**config.mk**
```make
export PLATFORM = sky130hd
export DESIGN_NAME = pipeline_ctrl
export DESIGN_NICKNAME = d
export VERILOG_FILES = /design/src/hdl/definitions.sv /design/src/hdl/pipeline_ctrl.sv /design/src/hdl/pipe_tracker.sv /design/src/hdl/pipe_stage_reg.sv /design/src/hdl/control.sv /design/src/hdl/forwarding.sv /design/src/hdl/decode.sv
export VERILOG_INCLUDE_DIRS = /design/src /design/src/hdl
export SDC_FILE = /design/constraint.sdc
export NUM_CORES = 1
export LEC_CHECK = 0
export BUFFER_PORTS_ARGS = -buffer_cell sky130_fd_sc_hd__buf_2
export CORE_ASPECT_RATIO = 0.8
export CORE_MARGIN = 2
export CORE_UTILIZATION = 50
export CTS_CLUSTER_SIZE = 8
export DETAILED_ROUTE_END_ITERATION = 10
export GPL_ROUTABILITY_DRIVEN = 0
export GPL_TIMING_DRIVEN = 0
export HOLD_SLACK_MARGIN = 0.08
export PLACE_DENSITY = 0.79
export SYNTH_ARGS = -nofsm -noshare
export SYNTH_HDL_FRONTEND = slang
export SYNTH_SLANG_ARGS = --single-unit
```
**constraint.sdc**
```tcl
create_clock -name clk_i -period 4.2 [get_ports clk_i]
set_input_delay 0.63 -clock clk_i [delete_from_list [all_inputs] [get_ports clk_i]]
set_output_delay 0.63 -clock clk_i [all_outputs]
set_load 0.05 [all_outputs]
```
**src/hdl/core_macros.svh**
```systemverilog
`ifndef CORE_MACROS_SVH
`define CORE_MACROS_SVH

// ----------------------------------------------------------------------
// Core widths
// ----------------------------------------------------------------------

// Data path and PC width.
`define XLEN 32

// Register index width, 32 architectural registers.
`define REG_ADDR_W 5

// Fetched instruction word.
`define INSTR_W 32

`endif
```
**src/hdl/definitions.sv**
```systemverilog
package definitions;

`include "core_macros.svh"

	// ------------------------------------------------------------------
	// Selectors
	// ------------------------------------------------------------------

	typedef enum logic [1:0] {
		ALU_OUT_BYPASS_FROM_NONE,
		ALU_OUT_BYPASS_FROM_EX,
		ALU_OUT_BYPASS_FROM_MEM,
		ALU_OUT_BYPASS_FROM_WB
	} alu_out_bypass_t;

	typedef enum logic {
		NEXT_PC_SEL_PC_4,
		NEXT_PC_SEL_ALU_OUT
	} next_pc_sel_t;

	// ------------------------------------------------------------------
	// Decode record of the ID instruction
	// ------------------------------------------------------------------

	typedef struct packed {
		logic [`REG_ADDR_W-1:0] rs1;
		logic [`REG_ADDR_W-1:0] rs2;
		logic [`REG_ADDR_W-1:0] rd;
		logic uses_rs1;
		logic uses_rs2;
		logic regfile_we;
		logic is_mem_access;
		logic dcache_wr_enable;
		logic is_branch;
		logic is_jump;
		logic is_ecall;
	} decode_out_t;

	// ------------------------------------------------------------------
	// Stage records
	// ------------------------------------------------------------------

	typedef struct packed {
		logic valid;
		logic [`XLEN-1:0] pc;
		logic [`INSTR_W-1:0] instr;
	} pipeline_id_reg_t;

	typedef struct packed {
		logic valid;
		logic [`XLEN-1:0] pc;
		logic regfile_we;
		logic [`REG_ADDR_W-1:0] regfile_wr_addr;
		logic is_mem_access;
		logic dcache_wr_enable;
		logic is_branch;
		logic is_jump;
		logic is_ecall;
	} pipeline_ex_reg_t;

	typedef struct packed {
		logic valid;
		logic [`XLEN-1:0] pc;
		logic regfile_we;
		logic [`REG_ADDR_W-1:0] regfile_wr_addr;
		logic is_mem_access;
		logic dcache_wr_enable;
		logic is_branch;
		logic is_jump;
		logic is_ecall;
		logic cmp_unit_res;
	} pipeline_mem_reg_t;

	typedef struct packed {
		logic valid;
		logic [`XLEN-1:0] pc;
		logic regfile_we;
		logic [`REG_ADDR_W-1:0] regfile_wr_addr;
		logic is_ecall;
	} pipeline_wb_reg_t;

	// Per-cycle control record.
	typedef struct packed {
		decode_out_t decode_out;
		alu_out_bypass_t alu_out_to_reg1_bypass;
		alu_out_bypass_t alu_out_to_reg2_bypass;
		next_pc_sel_t next_pc_sel;
		logic mem_valid_load;
		logic mem_sb_put_enable;
		logic pc_reg_stall;
		logic id_reg_stall;
		logic id_reg_valid;
		logic ex_reg_stall;
		logic ex_reg_valid;
		logic mem_reg_stall;
		logic mem_reg_valid;
		logic wb_reg_valid;
	} pipeline_control_t;

endpackage

```
**src/hdl/pipeline_ctrl.sv**
```systemverilog
`timescale 1ns/10ps
`include "core_macros.svh"

module pipeline_ctrl(
	input logic clk_i,
	input logic rst_n_i,
	input logic [`INSTR_W-1:0] instr_i,
	input logic [`XLEN-1:0] pc_i,
	input logic icache_hit_i,
	input logic dcache_hit_i,
	input logic store_buffer_full_i,
	input logic cmp_res_i,
	output definitions::pipeline_control_t control_o
);
	import definitions::*;

	pipeline_id_reg_t id_reg;
	pipeline_ex_reg_t ex_reg;
	pipeline_mem_reg_t mem_reg;
	pipeline_wb_reg_t wb_reg;

	// Stall and valid commands loop back into the stage registers.
	pipe_tracker pipe_tracker(
		.clk_i(clk_i),
		.rst_n_i(rst_n_i),
		.instr_i(instr_i),
		.pc_i(pc_i),
		.cmp_res_i(cmp_res_i),
		.ctrl_i(control_o),
		.id_reg_o(id_reg),
		.ex_reg_o(ex_reg),
		.mem_reg_o(mem_reg),
		.wb_reg_o(wb_reg)
	);

	control control(
		.id_reg_i(id_reg),
		.ex_reg_i(ex_reg),
		.mem_reg_i(mem_reg),
		.wb_reg_i(wb_reg),
		.icache_hit_i(icache_hit_i),
		.dcache_hit_i(dcache_hit_i),
		.store_buffer_full_i(store_buffer_full_i),
		.control_o(control_o)
	);
endmodule

```
**src/hdl/pipe_tracker.sv**
```systemverilog
`timescale 1ns/10ps
`include "core_macros.svh"

module pipe_tracker(
	input logic clk_i,
	input logic rst_n_i,
	input logic [`INSTR_W-1:0] instr_i,
	input logic [`XLEN-1:0] pc_i,
	input logic cmp_res_i,
	input definitions::pipeline_control_t ctrl_i,
	output definitions::pipeline_id_reg_t id_reg_o,
	output definitions::pipeline_ex_reg_t ex_reg_o,
	output definitions::pipeline_mem_reg_t mem_reg_o,
	output definitions::pipeline_wb_reg_t wb_reg_o
);
	import definitions::*;

	pipeline_id_reg_t id_next;
	pipeline_ex_reg_t ex_next;
	pipeline_mem_reg_t mem_next;
	pipeline_wb_reg_t wb_next;

	// ------------------------------------------------------------------
	// Next records
	// ------------------------------------------------------------------

	always_comb begin
		// Valid fields are replaced by the commanded ones.
		id_next.valid = 1'b1;
		id_next.pc = pc_i;
		id_next.instr = instr_i;

		ex_next.valid = id_reg_o.valid;
		ex_next.pc = id_reg_o.pc;
		ex_next.regfile_we = ctrl_i.decode_out.regfile_we;
		ex_next.regfile_wr_addr = ctrl_i.decode_out.rd;
		ex_next.is_mem_access = ctrl_i.decode_out.is_mem_access;
		ex_next.dcache_wr_enable = ctrl_i.decode_out.dcache_wr_enable;
		ex_next.is_branch = ctrl_i.decode_out.is_branch;
		ex_next.is_jump = ctrl_i.decode_out.is_jump;
		ex_next.is_ecall = ctrl_i.decode_out.is_ecall;

		mem_next = {ex_reg_o, cmp_res_i};

		wb_next.valid = mem_reg_o.valid;
		wb_next.pc = mem_reg_o.pc;
		wb_next.regfile_we = mem_reg_o.regfile_we;
		wb_next.regfile_wr_addr = mem_reg_o.regfile_wr_addr;
		wb_next.is_ecall = mem_reg_o.is_ecall;
	end

	// ------------------------------------------------------------------
	// Stage registers
	// ------------------------------------------------------------------

	pipe_stage_reg #(.payload_t(pipeline_id_reg_t)) id_stage (
		.clk_i(clk_i), .rst_n_i(rst_n_i),
		.stall_i(ctrl_i.id_reg_stall), .valid_i(ctrl_i.id_reg_valid),
		.d_i(id_next), .q_o(id_reg_o)
	);

	pipe_stage_reg #(.payload_t(pipeline_ex_reg_t)) ex_stage (
		.clk_i(clk_i), .rst_n_i(rst_n_i),
		.stall_i(ctrl_i.ex_reg_stall), .valid_i(ctrl_i.ex_reg_valid),
		.d_i(ex_next), .q_o(ex_reg_o)
	);

	pipe_stage_reg #(.payload_t(pipeline_mem_reg_t)) mem_stage (
		.clk_i(clk_i), .rst_n_i(rst_n_i),
		.stall_i(ctrl_i.mem_reg_stall), .valid_i(ctrl_i.mem_reg_valid),
		.d_i(mem_next), .q_o(mem_reg_o)
	);

	// WB never stalls.
	pipe_stage_reg #(.payload_t(pipeline_wb_reg_t)) wb_stage (
		.clk_i(clk_i), .rst_n_i(rst_n_i),
		.stall_i(1'b0), .valid_i(ctrl_i.wb_reg_valid),
		.d_i(wb_next), .q_o(wb_reg_o)
	);
endmodule

```
**src/hdl/pipe_stage_reg.sv**
```systemverilog
`timescale 1ns/10ps

module pipe_stage_reg #(
	parameter type payload_t = definitions::pipeline_wb_reg_t
) (
	input logic clk_i,
	input logic rst_n_i,
	input logic stall_i,
	input logic valid_i,
	input payload_t d_i,
	output payload_t q_o
);
	payload_t d_valid;

	// Next record with the commanded valid.
	always_comb begin
		d_valid = d_i;
		d_valid.valid = valid_i;
	end

	always_ff @(posedge clk_i or negedge rst_n_i) begin
		if (!rst_n_i)
			q_o <= '0;
		else if (!stall_i)
			q_o <= d_valid;
	end
endmodule

```
**src/hdl/control.sv**
```systemverilog
`timescale 1ns/10ps
`include "core_macros.svh"

module control(
	input definitions::pipeline_id_reg_t id_reg_i,
	input definitions::pipeline_ex_reg_t ex_reg_i,
	input definitions::pipeline_mem_reg_t mem_reg_i,
	input definitions::pipeline_wb_reg_t wb_reg_i,
	input logic icache_hit_i,
	input logic dcache_hit_i,
	input logic store_buffer_full_i,
	output definitions::pipeline_control_t control_o
);
	import definitions::*;

	function automatic logic raw_match(decode_out_t dec, logic valid, logic we,
		logic [`REG_ADDR_W-1:0] rd);
		return valid && we && (rd != '0) &&
			((dec.uses_rs1 && dec.rs1 == rd) || (dec.uses_rs2 && dec.rs2 == rd));
	endfunction

	function automatic alu_out_bypass_t pick_bypass(logic from_ex, logic from_mem,
		logic from_wb);
		if (from_ex)
			return ALU_OUT_BYPASS_FROM_EX;
		else if (from_mem)
			return ALU_OUT_BYPASS_FROM_MEM;
		else if (from_wb)
			return ALU_OUT_BYPASS_FROM_WB;
		return ALU_OUT_BYPASS_FROM_NONE;
	endfunction

	decode_out_t id_dec;
	logic ex_b1, ex_b2, mem_b1, mem_b2, wb_b1, wb_b2;
	logic ex_data_hazard, mem_data_hazard, wb_data_hazard, data_hazard;
	logic control_hazard, icache_busy;
	logic valid_load, valid_store, load_miss, store_and_sb_full, mem_blocked;

	decode decode(
		.instr_i(id_reg_i.instr),
		.decode_o(id_dec)
	);

	forwarding forwarding(
		.id_reg_i(id_reg_i),
		.ex_reg_i(ex_reg_i),
		.mem_reg_i(mem_reg_i),
		.wb_reg_i(wb_reg_i),
		.ex_alu_out_to_reg1_bypass_o(ex_b1),
		.ex_alu_out_to_reg2_bypass_o(ex_b2),
		.mem_alu_out_to_reg1_bypass_o(mem_b1),
		.mem_alu_out_to_reg2_bypass_o(mem_b2),
		.wb_alu_out_to_reg1_bypass_o(wb_b1),
		.wb_alu_out_to_reg2_bypass_o(wb_b2)
	);

	// ------------------------------------------------------------------
	// Hazard detection
	// ------------------------------------------------------------------

	assign ex_data_hazard = raw_match(id_dec, ex_reg_i.valid, ex_reg_i.regfile_we,
		ex_reg_i.regfile_wr_addr) && !(ex_b1 || ex_b2);
	assign mem_data_hazard = raw_match(id_dec, mem_reg_i.valid, mem_reg_i.regfile_we,
		mem_reg_i.regfile_wr_addr) && !(mem_b1 || mem_b2);
	assign wb_data_hazard = raw_match(id_dec, wb_reg_i.valid, wb_reg_i.regfile_we,
		wb_reg_i.regfile_wr_addr) && !(wb_b1 || wb_b2);
	assign data_hazard = ex_data_hazard || mem_data_hazard || wb_data_hazard;

	// Taken branch or jump resolved in MEM.
	assign control_hazard = mem_reg_i.valid &&
		(mem_reg_i.is_jump || (mem_reg_i.is_branch && mem_reg_i.cmp_unit_res));
	assign icache_busy = !icache_hit_i;

	assign valid_load = mem_reg_i.valid && mem_reg_i.is_mem_access &&
		!mem_reg_i.dcache_wr_enable;
	assign valid_store = mem_reg_i.valid && mem_reg_i.is_mem_access &&
		mem_reg_i.dcache_wr_enable;
	assign load_miss = valid_load && !dcache_hit_i;
	assign store_and_sb_full = valid_store && store_buffer_full_i;
	assign mem_blocked = load_miss || store_and_sb_full;

	// ------------------------------------------------------------------
	// Interlock
	// ------------------------------------------------------------------

	always_comb begin
		control_o.decode_out = id_dec;
		control_o.alu_out_to_reg1_bypass = pick_bypass(ex_b1, mem_b1, wb_b1);
		control_o.alu_out_to_reg2_bypass = pick_bypass(ex_b2, mem_b2, wb_b2);
		control_o.next_pc_sel = control_hazard ? NEXT_PC_SEL_ALU_OUT : NEXT_PC_SEL_PC_4;

		control_o.mem_valid_load = valid_load;
		control_o.mem_sb_put_enable = valid_store && !store_buffer_full_i;

		control_o.pc_reg_stall = (data_hazard && !control_hazard) || icache_busy ||
			mem_blocked;
		control_o.id_reg_stall = (data_hazard && !control_hazard) || mem_blocked;
		control_o.id_reg_valid = !control_hazard && !icache_busy;

		control_o.ex_reg_stall = mem_blocked;
		control_o.ex_reg_valid = id_reg_i.valid && !data_hazard && !control_hazard;

		// Keep the redirect alive until the fetch completes.
		control_o.mem_reg_stall = mem_blocked || (icache_busy && control_hazard);
		control_o.mem_reg_valid = ex_reg_i.valid && !control_hazard;

		control_o.wb_reg_valid = mem_reg_i.valid && !mem_blocked;
	end
endmodule

```
**src/hdl/forwarding.sv**
```systemverilog
`timescale 1ns/10ps
`include "core_macros.svh"

module forwarding(
	input definitions::pipeline_id_reg_t id_reg_i,
	input definitions::pipeline_ex_reg_t ex_reg_i,
	input definitions::pipeline_mem_reg_t mem_reg_i,
	input definitions::pipeline_wb_reg_t wb_reg_i,
	output logic ex_alu_out_to_reg1_bypass_o,
	output logic ex_alu_out_to_reg2_bypass_o,
	output logic mem_alu_out_to_reg1_bypass_o,
	output logic mem_alu_out_to_reg2_bypass_o,
	output logic wb_alu_out_to_reg1_bypass_o,
	output logic wb_alu_out_to_reg2_bypass_o
);
	import definitions::*;

	decode_out_t id_dec;

	// Source registers of the ID instruction.
	decode decode(
		.instr_i(id_reg_i.instr),
		.decode_o(id_dec)
	);

	function automatic logic can_bypass(logic valid, logic we, logic alu_res,
		logic [`REG_ADDR_W-1:0] rd, logic uses, logic [`REG_ADDR_W-1:0] rs);
		return valid && we && alu_res && uses && (rd != '0) && (rd == rs);
	endfunction

	// Loads in EX or MEM have no ALU result to forward.
	assign ex_alu_out_to_reg1_bypass_o = can_bypass(ex_reg_i.valid, ex_reg_i.regfile_we,
		!ex_reg_i.is_mem_access, ex_reg_i.regfile_wr_addr, id_dec.uses_rs1, id_dec.rs1);
	assign ex_alu_out_to_reg2_bypass_o = can_bypass(ex_reg_i.valid, ex_reg_i.regfile_we,
		!ex_reg_i.is_mem_access, ex_reg_i.regfile_wr_addr, id_dec.uses_rs2, id_dec.rs2);

	assign mem_alu_out_to_reg1_bypass_o = can_bypass(mem_reg_i.valid, mem_reg_i.regfile_we,
		!mem_reg_i.is_mem_access, mem_reg_i.regfile_wr_addr, id_dec.uses_rs1, id_dec.rs1);
	assign mem_alu_out_to_reg2_bypass_o = can_bypass(mem_reg_i.valid, mem_reg_i.regfile_we,
		!mem_reg_i.is_mem_access, mem_reg_i.regfile_wr_addr, id_dec.uses_rs2, id_dec.rs2);

	// WB holds the final write data.
	assign wb_alu_out_to_reg1_bypass_o = can_bypass(wb_reg_i.valid, wb_reg_i.regfile_we,
		1'b1, wb_reg_i.regfile_wr_addr, id_dec.uses_rs1, id_dec.rs1);
	assign wb_alu_out_to_reg2_bypass_o = can_bypass(wb_reg_i.valid, wb_reg_i.regfile_we,
		1'b1, wb_reg_i.regfile_wr_addr, id_dec.uses_rs2, id_dec.rs2);
endmodule

```
**src/hdl/decode.sv**
```systemverilog
`timescale 1ns/10ps
`include "core_macros.svh"

module decode(
	input logic [`INSTR_W-1:0] instr_i,
	output definitions::decode_out_t decode_o
);
	import definitions::*;

	localparam logic [6:0] OPC_OP     = 7'b0110011;
	localparam logic [6:0] OPC_OP_IMM = 7'b0010011;
	localparam logic [6:0] OPC_LOAD   = 7'b0000011;
	localparam logic [6:0] OPC_STORE  = 7'b0100011;
	localparam logic [6:0] OPC_BRANCH = 7'b1100011;
	localparam logic [6:0] OPC_JAL    = 7'b1101111;
	localparam logic [6:0] OPC_JALR   = 7'b1100111;
	localparam logic [6:0] OPC_LUI    = 7'b0110111;
	localparam logic [6:0] OPC_AUIPC  = 7'b0010111;
	localparam logic [6:0] OPC_SYSTEM = 7'b1110011;

	localparam logic [`INSTR_W-1:0] INSTR_ECALL = 32'h0000_0073;

	logic [6:0] opcode;
	logic [`REG_ADDR_W-1:0] rd;
	logic known;

	assign opcode = instr_i[6:0];
	assign rd = instr_i[11:7];
	assign known = opcode inside {OPC_OP, OPC_OP_IMM, OPC_LOAD, OPC_STORE, OPC_BRANCH,
		OPC_JAL, OPC_JALR, OPC_LUI, OPC_AUIPC, OPC_SYSTEM};

	always_comb begin
		decode_o = '0;

		case (opcode)
			OPC_OP: begin
				decode_o.uses_rs1 = 1'b1;
				decode_o.uses_rs2 = 1'b1;
				decode_o.regfile_we = 1'b1;
			end
			OPC_OP_IMM: begin
				decode_o.uses_rs1 = 1'b1;
				decode_o.regfile_we = 1'b1;
			end
			OPC_LOAD: begin
				decode_o.uses_rs1 = 1'b1;
				decode_o.regfile_we = 1'b1;
				decode_o.is_mem_access = 1'b1;
			end
			OPC_STORE: begin
				decode_o.uses_rs1 = 1'b1;
				decode_o.uses_rs2 = 1'b1;
				decode_o.is_mem_access = 1'b1;
				decode_o.dcache_wr_enable = 1'b1;
			end
			OPC_BRANCH: begin
				decode_o.uses_rs1 = 1'b1;
				decode_o.uses_rs2 = 1'b1;
				decode_o.is_branch = 1'b1;
			end
			OPC_JAL: begin
				decode_o.regfile_we = 1'b1;
				decode_o.is_jump = 1'b1;
			end
			OPC_JALR: begin
				decode_o.uses_rs1 = 1'b1;
				decode_o.regfile_we = 1'b1;
				decode_o.is_jump = 1'b1;
			end
			OPC_LUI, OPC_AUIPC: decode_o.regfile_we = 1'b1;
			OPC_SYSTEM: decode_o.is_ecall = (instr_i == INSTR_ECALL);
			default: ;
		endcase

		// Register fields only for a recognised class.
		if (known) begin
			decode_o.rd = rd;
			decode_o.rs1 = instr_i[19:15];
			decode_o.rs2 = instr_i[24:20];
		end

		// Writes to x0 are dropped.
		if (rd == '0)
			decode_o.regfile_we = 1'b0;
	end
endmodule

```
* Yosys cells after proc, flatten, opt, wreduce, memory -nomap -nowiden *
Cells that the tools add are included.

word-level totals
  register bits = 63
  latch bits = 0
  bits in writable memories = 0
  memory bits (read-only) = 0
  bits of input ports = 70
  output and inout bits = 38
  logic and storage cells = 157
  memories kept = 0

operators by class
  add/subtract/negate cells = 0
  $mul = 0
  div/mod/pow operators = 0
  $lt $le $gt $ge = 0
  eq/ne operators = 23
  shifts and indexed selects = 0
  mux-type cells = 25
  bitwise logic cells = 0
  reductions and logical operators = 89

operators by type and width
  kind                                                   count
  equality test 5 bit                                    12
  logical AND 1 bit                                      53
  equality test 32 x 7 -> 1 bit (second input constant)  1
  equality test 7 bit (second input constant)            4
  equality test 7 x 6 -> 1 bit (second input constant)   3
  two-way mux 1 bit                                      16
  two-way mux 2 bit                                      8
  two-way mux 15 bit                                     1
  nonzero test 5 bit                                     3
  equality test 7 x 5 -> 1 bit (second input constant)   2
  logical OR 1 bit                                       14
  logical NOT 1 bit                                      12
  nonzero test 10 bit                                    1
  equality test 7 x 2 -> 1 bit (second input constant)   1
  OR reduction 7 bit                                     1
  OR reduction 6 bit                                     1
  logical NOT 5 bit                                      1
  OR reduction 2 bit                                     2
  OR reduction 3 bit                                     1

* Longest topological paths before layout *
  depth in word-level cells = 14
  gate-level depth with buffers = 10

* Hierarchy *
Synthesis repeated with hierarchy kept, for this count alone.

second synthesis, totals
  cells, all modules = 693
  area, all modules = 9575.4 um^2

by module, submodules not included
  module                                   instances  cells an instance  area an instance (um^2)
  pipe_stage_reg (pipe_tracker.id_stage)   1          137                2618.8
  pipe_stage_reg (pipe_tracker.mem_stage)  1          95                 1874.3
  pipe_stage_reg (pipe_tracker.ex_stage)   1          93                 1838.0
  pipe_stage_reg (pipe_tracker.wb_stage)   1          84                 1496.4
  decode                                   2          70                 376.6
  control                                  1          86                 569.3
  forwarding                               1          56                 417.9
  pipe_tracker                             1          2                  7.5

* Worst setup path before layout *
Ideal clock, no wire load.

  path type = flip-flop to output port
  start = register pipe_tracker.id_stage.q_o[6] (netlist name)
  end = output control_o[7] (netlist name)
  data arrival time = 3.353 ns
  data required time = 3.570 ns
  setup slack = 0.217 ns
  cell stages (with the launch flop) = 9
  buffers on the path = 1
  cells stage by stage = dfrtp_1 -> buf_2 -> or2_0 -> a211oi_2 -> or4b_4 -> a22oi_4 -> a21oi_1 -> o32a_1 -> o211ai_1

RTL lines
  item                    line                  source
  start, declared         pipe_stage_reg.sv:11  output payload_t q_o
  start signal, assigned  pipe_stage_reg.sv:25  q_o <= d_valid;
  end, declared           pipeline_ctrl.sv:13   output definitions::pipeline_control_t control_o

* Worst setup path after layout *
  start = register pipe_tracker.id_stage.q_o[2] (netlist name)
  end = output control_o[6] (netlist name)

between the ends
  cells in the longest elaborated chain, start to end = 13

RTL lines
  item                                                                         line           source
  parallel branches: the longest is 10 deep, another holds two-way mux 15 bit  --
  logical OR 1 bit *                                                           control.sv:67  assign data_hazard = ex_data_hazard || mem_data_hazard || wb_data_hazard;
  logical AND 1 bit *                                                          control.sv:97  control_o.id_reg_stall = (data_hazard && !control_hazard) || mem_blocked;
  logical OR 1 bit *                                                           control.sv:97

Mark *: on every way between the ends.

==> metrics <==
DR WL/cell ~19 um; Post-synth EDFFs 0; CP max stage cell a2111oi_1; Seq/Total Area, Yosys approximately 36%; hpwl dp roughly 10 mm; Starting Density around 52%; initial DRC count around 480; cell area power density around 280 mW/mm^2; Synth area leader dfrtp_1; Max Freq roughly 0.25 GHz; initial antenna violation count 0; Lkg Pwr 2.28 nW; Top FF cell, synth dfrtp_1; Root Buffer clkbuf_8; Residual DRC 0; H-Tree Depth 3; Vias per Instance between 6 and 7; post-synthesis simple-gate area fraction roughly a quarter; Async S/R FF share, synth between 90% and 100%; fin crit period 4040 ps; post-synthesis adder-cell area fraction 0%; CP arrival ~3400 ps; DIE WIDTH about 110 um; FF-to-FF path depth 9; Slew headroom between 40% and 50%; post-synthesis mux area share approximately 3.8%; io pins ~110; post-route core utilization between 50% and 60%; most used cell, CP buf_2; synthesized cell area 0.00440 mm^2; share of layout cells above drive strength 1 a little under a quarter; ANT nets after route 0; CTS tree done; RR Startpoint pipe_tracker.mem_stage.q_o[6]$_DFFE_PN0N_; worst min path class input port to asynchronous set/reset pin; CP required 3570 ps; final period utilization between 90% and 100%; postcts setup bufs 0; Vias 4669; Sink Count 63; die area 0.00957 mm^2; CP bufs+invs 4; post-CTS sizing 0; Setup TNS 0 ps; Post-Synth XOR/XNOR Area roughly 4%; Yosys reg bits between 60 and 70; hold buffer count at CTS 0; Core Area 0.00852 mm^2; startpoint types flip-flop; worst setup path category flip-flop to output pin; first-pass GRT wire length around 22 mm; Final setup viols 0; worst-path fanout max 10; post-synth cell types between 60 and 70; final hold violation count 0; flop2flop setup slack 1000 ps; unrepaired setup endpoints after global routing no; largest net degree at the start of global routing 64; Reg2Reg Capture Point pipe_tracker.id_stage.q_o[64]$_DFFE_PN0N_; Syn-to-layout area delta 16.2%; CTS max path bufs 2; critical path, cell by cell buf_2 -> or3b_1 -> o211ai_1 -> buf_2 -> nand3_1 -> a2111oi_1 -> nor2_1 -> a21o_1 -> nand2_1 -> buf_4 -> buf_2; Max IR drop VDD 0.153 mV; max-slew violation count 0; Detailed Route WL around 14 mm; Clock Skew 9.37 ps; Crit path max-delay family compound AO/OA/AOI/OAI gates; row cnt 30; DR pass1 iterations 7; clock slew at reported path FFs 70 ps; vias in the first global route roughly 4400; status complete, no violations; Die Span Y 87.9 um; Max-Cap Viols 0; CP endpoint kind output pin; Net count, final 667; ANT cells 0; synth top area cells dfrtp_1, o211ai_1, nand4_1, nand2_1, a22oi_1; Worst Setup SP pipe_tracker.id_stage.q_o[2]$_DFFE_PN0N_; Overflow after GRT 0; Critical Path Max Stage Delay between 500 and 600 ps; Buffers on Ports between 70 and 80; fill cell count 770; Worst-Margin Slew 811 ps; end of the critical path control_o[6]; top cell type's share of synthesized area between 30% and 40%; syn nets 581; Synth Area in Compound Gates 26.0%; GRT Total Usage between 20 and 30%; largest family of logic cells by synthesized area compound AO/OA/AOI/OAI gates; synthesized netlist cell count a little over 500; Synthesis Warnings 0; WP depth 11; Clock Latency Late Sink around 360 ps; CTS Buf Count 9; post-synthesis area per instance between 8 and 9 um^2
[metal layers]
layer | routed length [um] | track usage (%) | vias to the layer above | share of wire [%]
met4 | 289 | 8.16 | 0 | 2.1
met1 | 5760 | 40.9 | 2217 | 42
met5 | 0 | 0 | - | 0
met3 | 1460 | 6.85 | 49 | 11
li1 | - | - | 2081 | -
met2 | 6220 | 48.1 | 322 | 45
[cell usage in the layout (no fill, tap or decap), types with 15 or more instances in the layout]
cell / Yosys / final
a22oi_1: 29 / 29
and3_1: 16 / 16
buf_2: 10 / 84
clkbuf_1: 38 / 39
dfrtp_1: 63 / 63
mux2_2: 15 / 15
nand2_1: 63 / 62
nand4_1: 38 / 38
nor2_1: 28 / 28
o211ai_1: 33 / 33
o21a_1: 28 / 28
[per-stage QoR]
stage	instances	setup WS [ps]	power (mW)	hold slack, ps	area [um^2]
6_report	714	160	1.41	329	5110
5_1_grt	714	68.6	1.46	382	5110
4_1_cts	714	153	1.40	379	5110
3_5_place_dp	698	554	0.884	362	4920
3_3_place_gp	698	625	0.875	359	4910
2_1_floorplan	511	217	0.804	334	4400
[area by class of cell]
class	count	area, um^2	share of cell area, %
multi-input cells	382	2520	49.4
plain buffers	60	280	5.48
inverters	6	22.5	0.441
well taps	112	140	2.74
clock buffers	12	145	2.84
clock inverters	4	45.0	0.881
repair buffers	75	378	7.39
flip-flops and latches	63	1580	30.9
[Yosys cell counts (2+ instances only)]
master    number
and3_1        16
nand3b_1       5
o211ai_1      33
buf_1          2
nand3_1        6
o21ai_1        4
a21o_1         2
a22oi_1       29
nor2_1        28
a31oi_1        6
and2_1         9
a222oi_1       2
nor4_1         4
nand4_1       38
nor4bb_1       3
nor3_1         4
a21oi_1        8
nand2_1       63
o21ai_0        7
mux2_2        15
xnor2_1       14
dfrtp_1       63
buf_4          9
inv_1          6
o21a_1        28
nor3b_1        2
o22ai_1        7
xor2_1         6
or4_1          2
or2_2          4
and4_1         3
buf_2         10
or3b_1         2
clkbuf_1      38
o32ai_1        3
o31ai_1        2
a41o_1         2
or3_1          2
[sequential cells by signal, summed over array words and instances, names as in the netlist]
signal,cells
pipe_tracker.ex_stage.q_o,11
pipe_tracker.id_stage.q_o,33
pipe_tracker.wb_stage.q_o,7
pipe_tracker.mem_stage.q_o,12
[logic make-up after synthesis]
kind of cell | count (synthesis)
AOI/OAI and AO/OA | 151
xor gates and xnor gates | 20
buffers and inverters | 66
DFF | 63
muxes | 15
and+or+nand+nor | 196
[worst min path at each step]
stage                                               from  cells past startpoint                                        end
2_1_floorplan                                    rst_n_i                      0  pipe_tracker.ex_stage.q_o[10]$_DFFE_PN0N_
3_3_place_gp   pipe_tracker.mem_stage.q_o[6]$_DFFE_PN0N_                      0     pipe_tracker.wb_stage.q_o[1]$_DFF_PN0_
3_5_place_dp   pipe_tracker.mem_stage.q_o[6]$_DFFE_PN0N_                      0     pipe_tracker.wb_stage.q_o[1]$_DFF_PN0_
4_1_cts        pipe_tracker.mem_stage.q_o[6]$_DFFE_PN0N_                      0     pipe_tracker.wb_stage.q_o[1]$_DFF_PN0_
5_1_grt        pipe_tracker.mem_stage.q_o[6]$_DFFE_PN0N_                      0     pipe_tracker.wb_stage.q_o[1]$_DFF_PN0_
6_report                                         rst_n_i                      1  pipe_tracker.id_stage.q_o[29]$_DFFE_PN0N_
[power by group]
group,switching (mW),internal [mW],total [mW]
combinational,0.144,0.0775,0.222
sequential,0.0243,0.632,0.656
clock,0.243,0.288,0.530
Power figures use the tool's default switching activity.
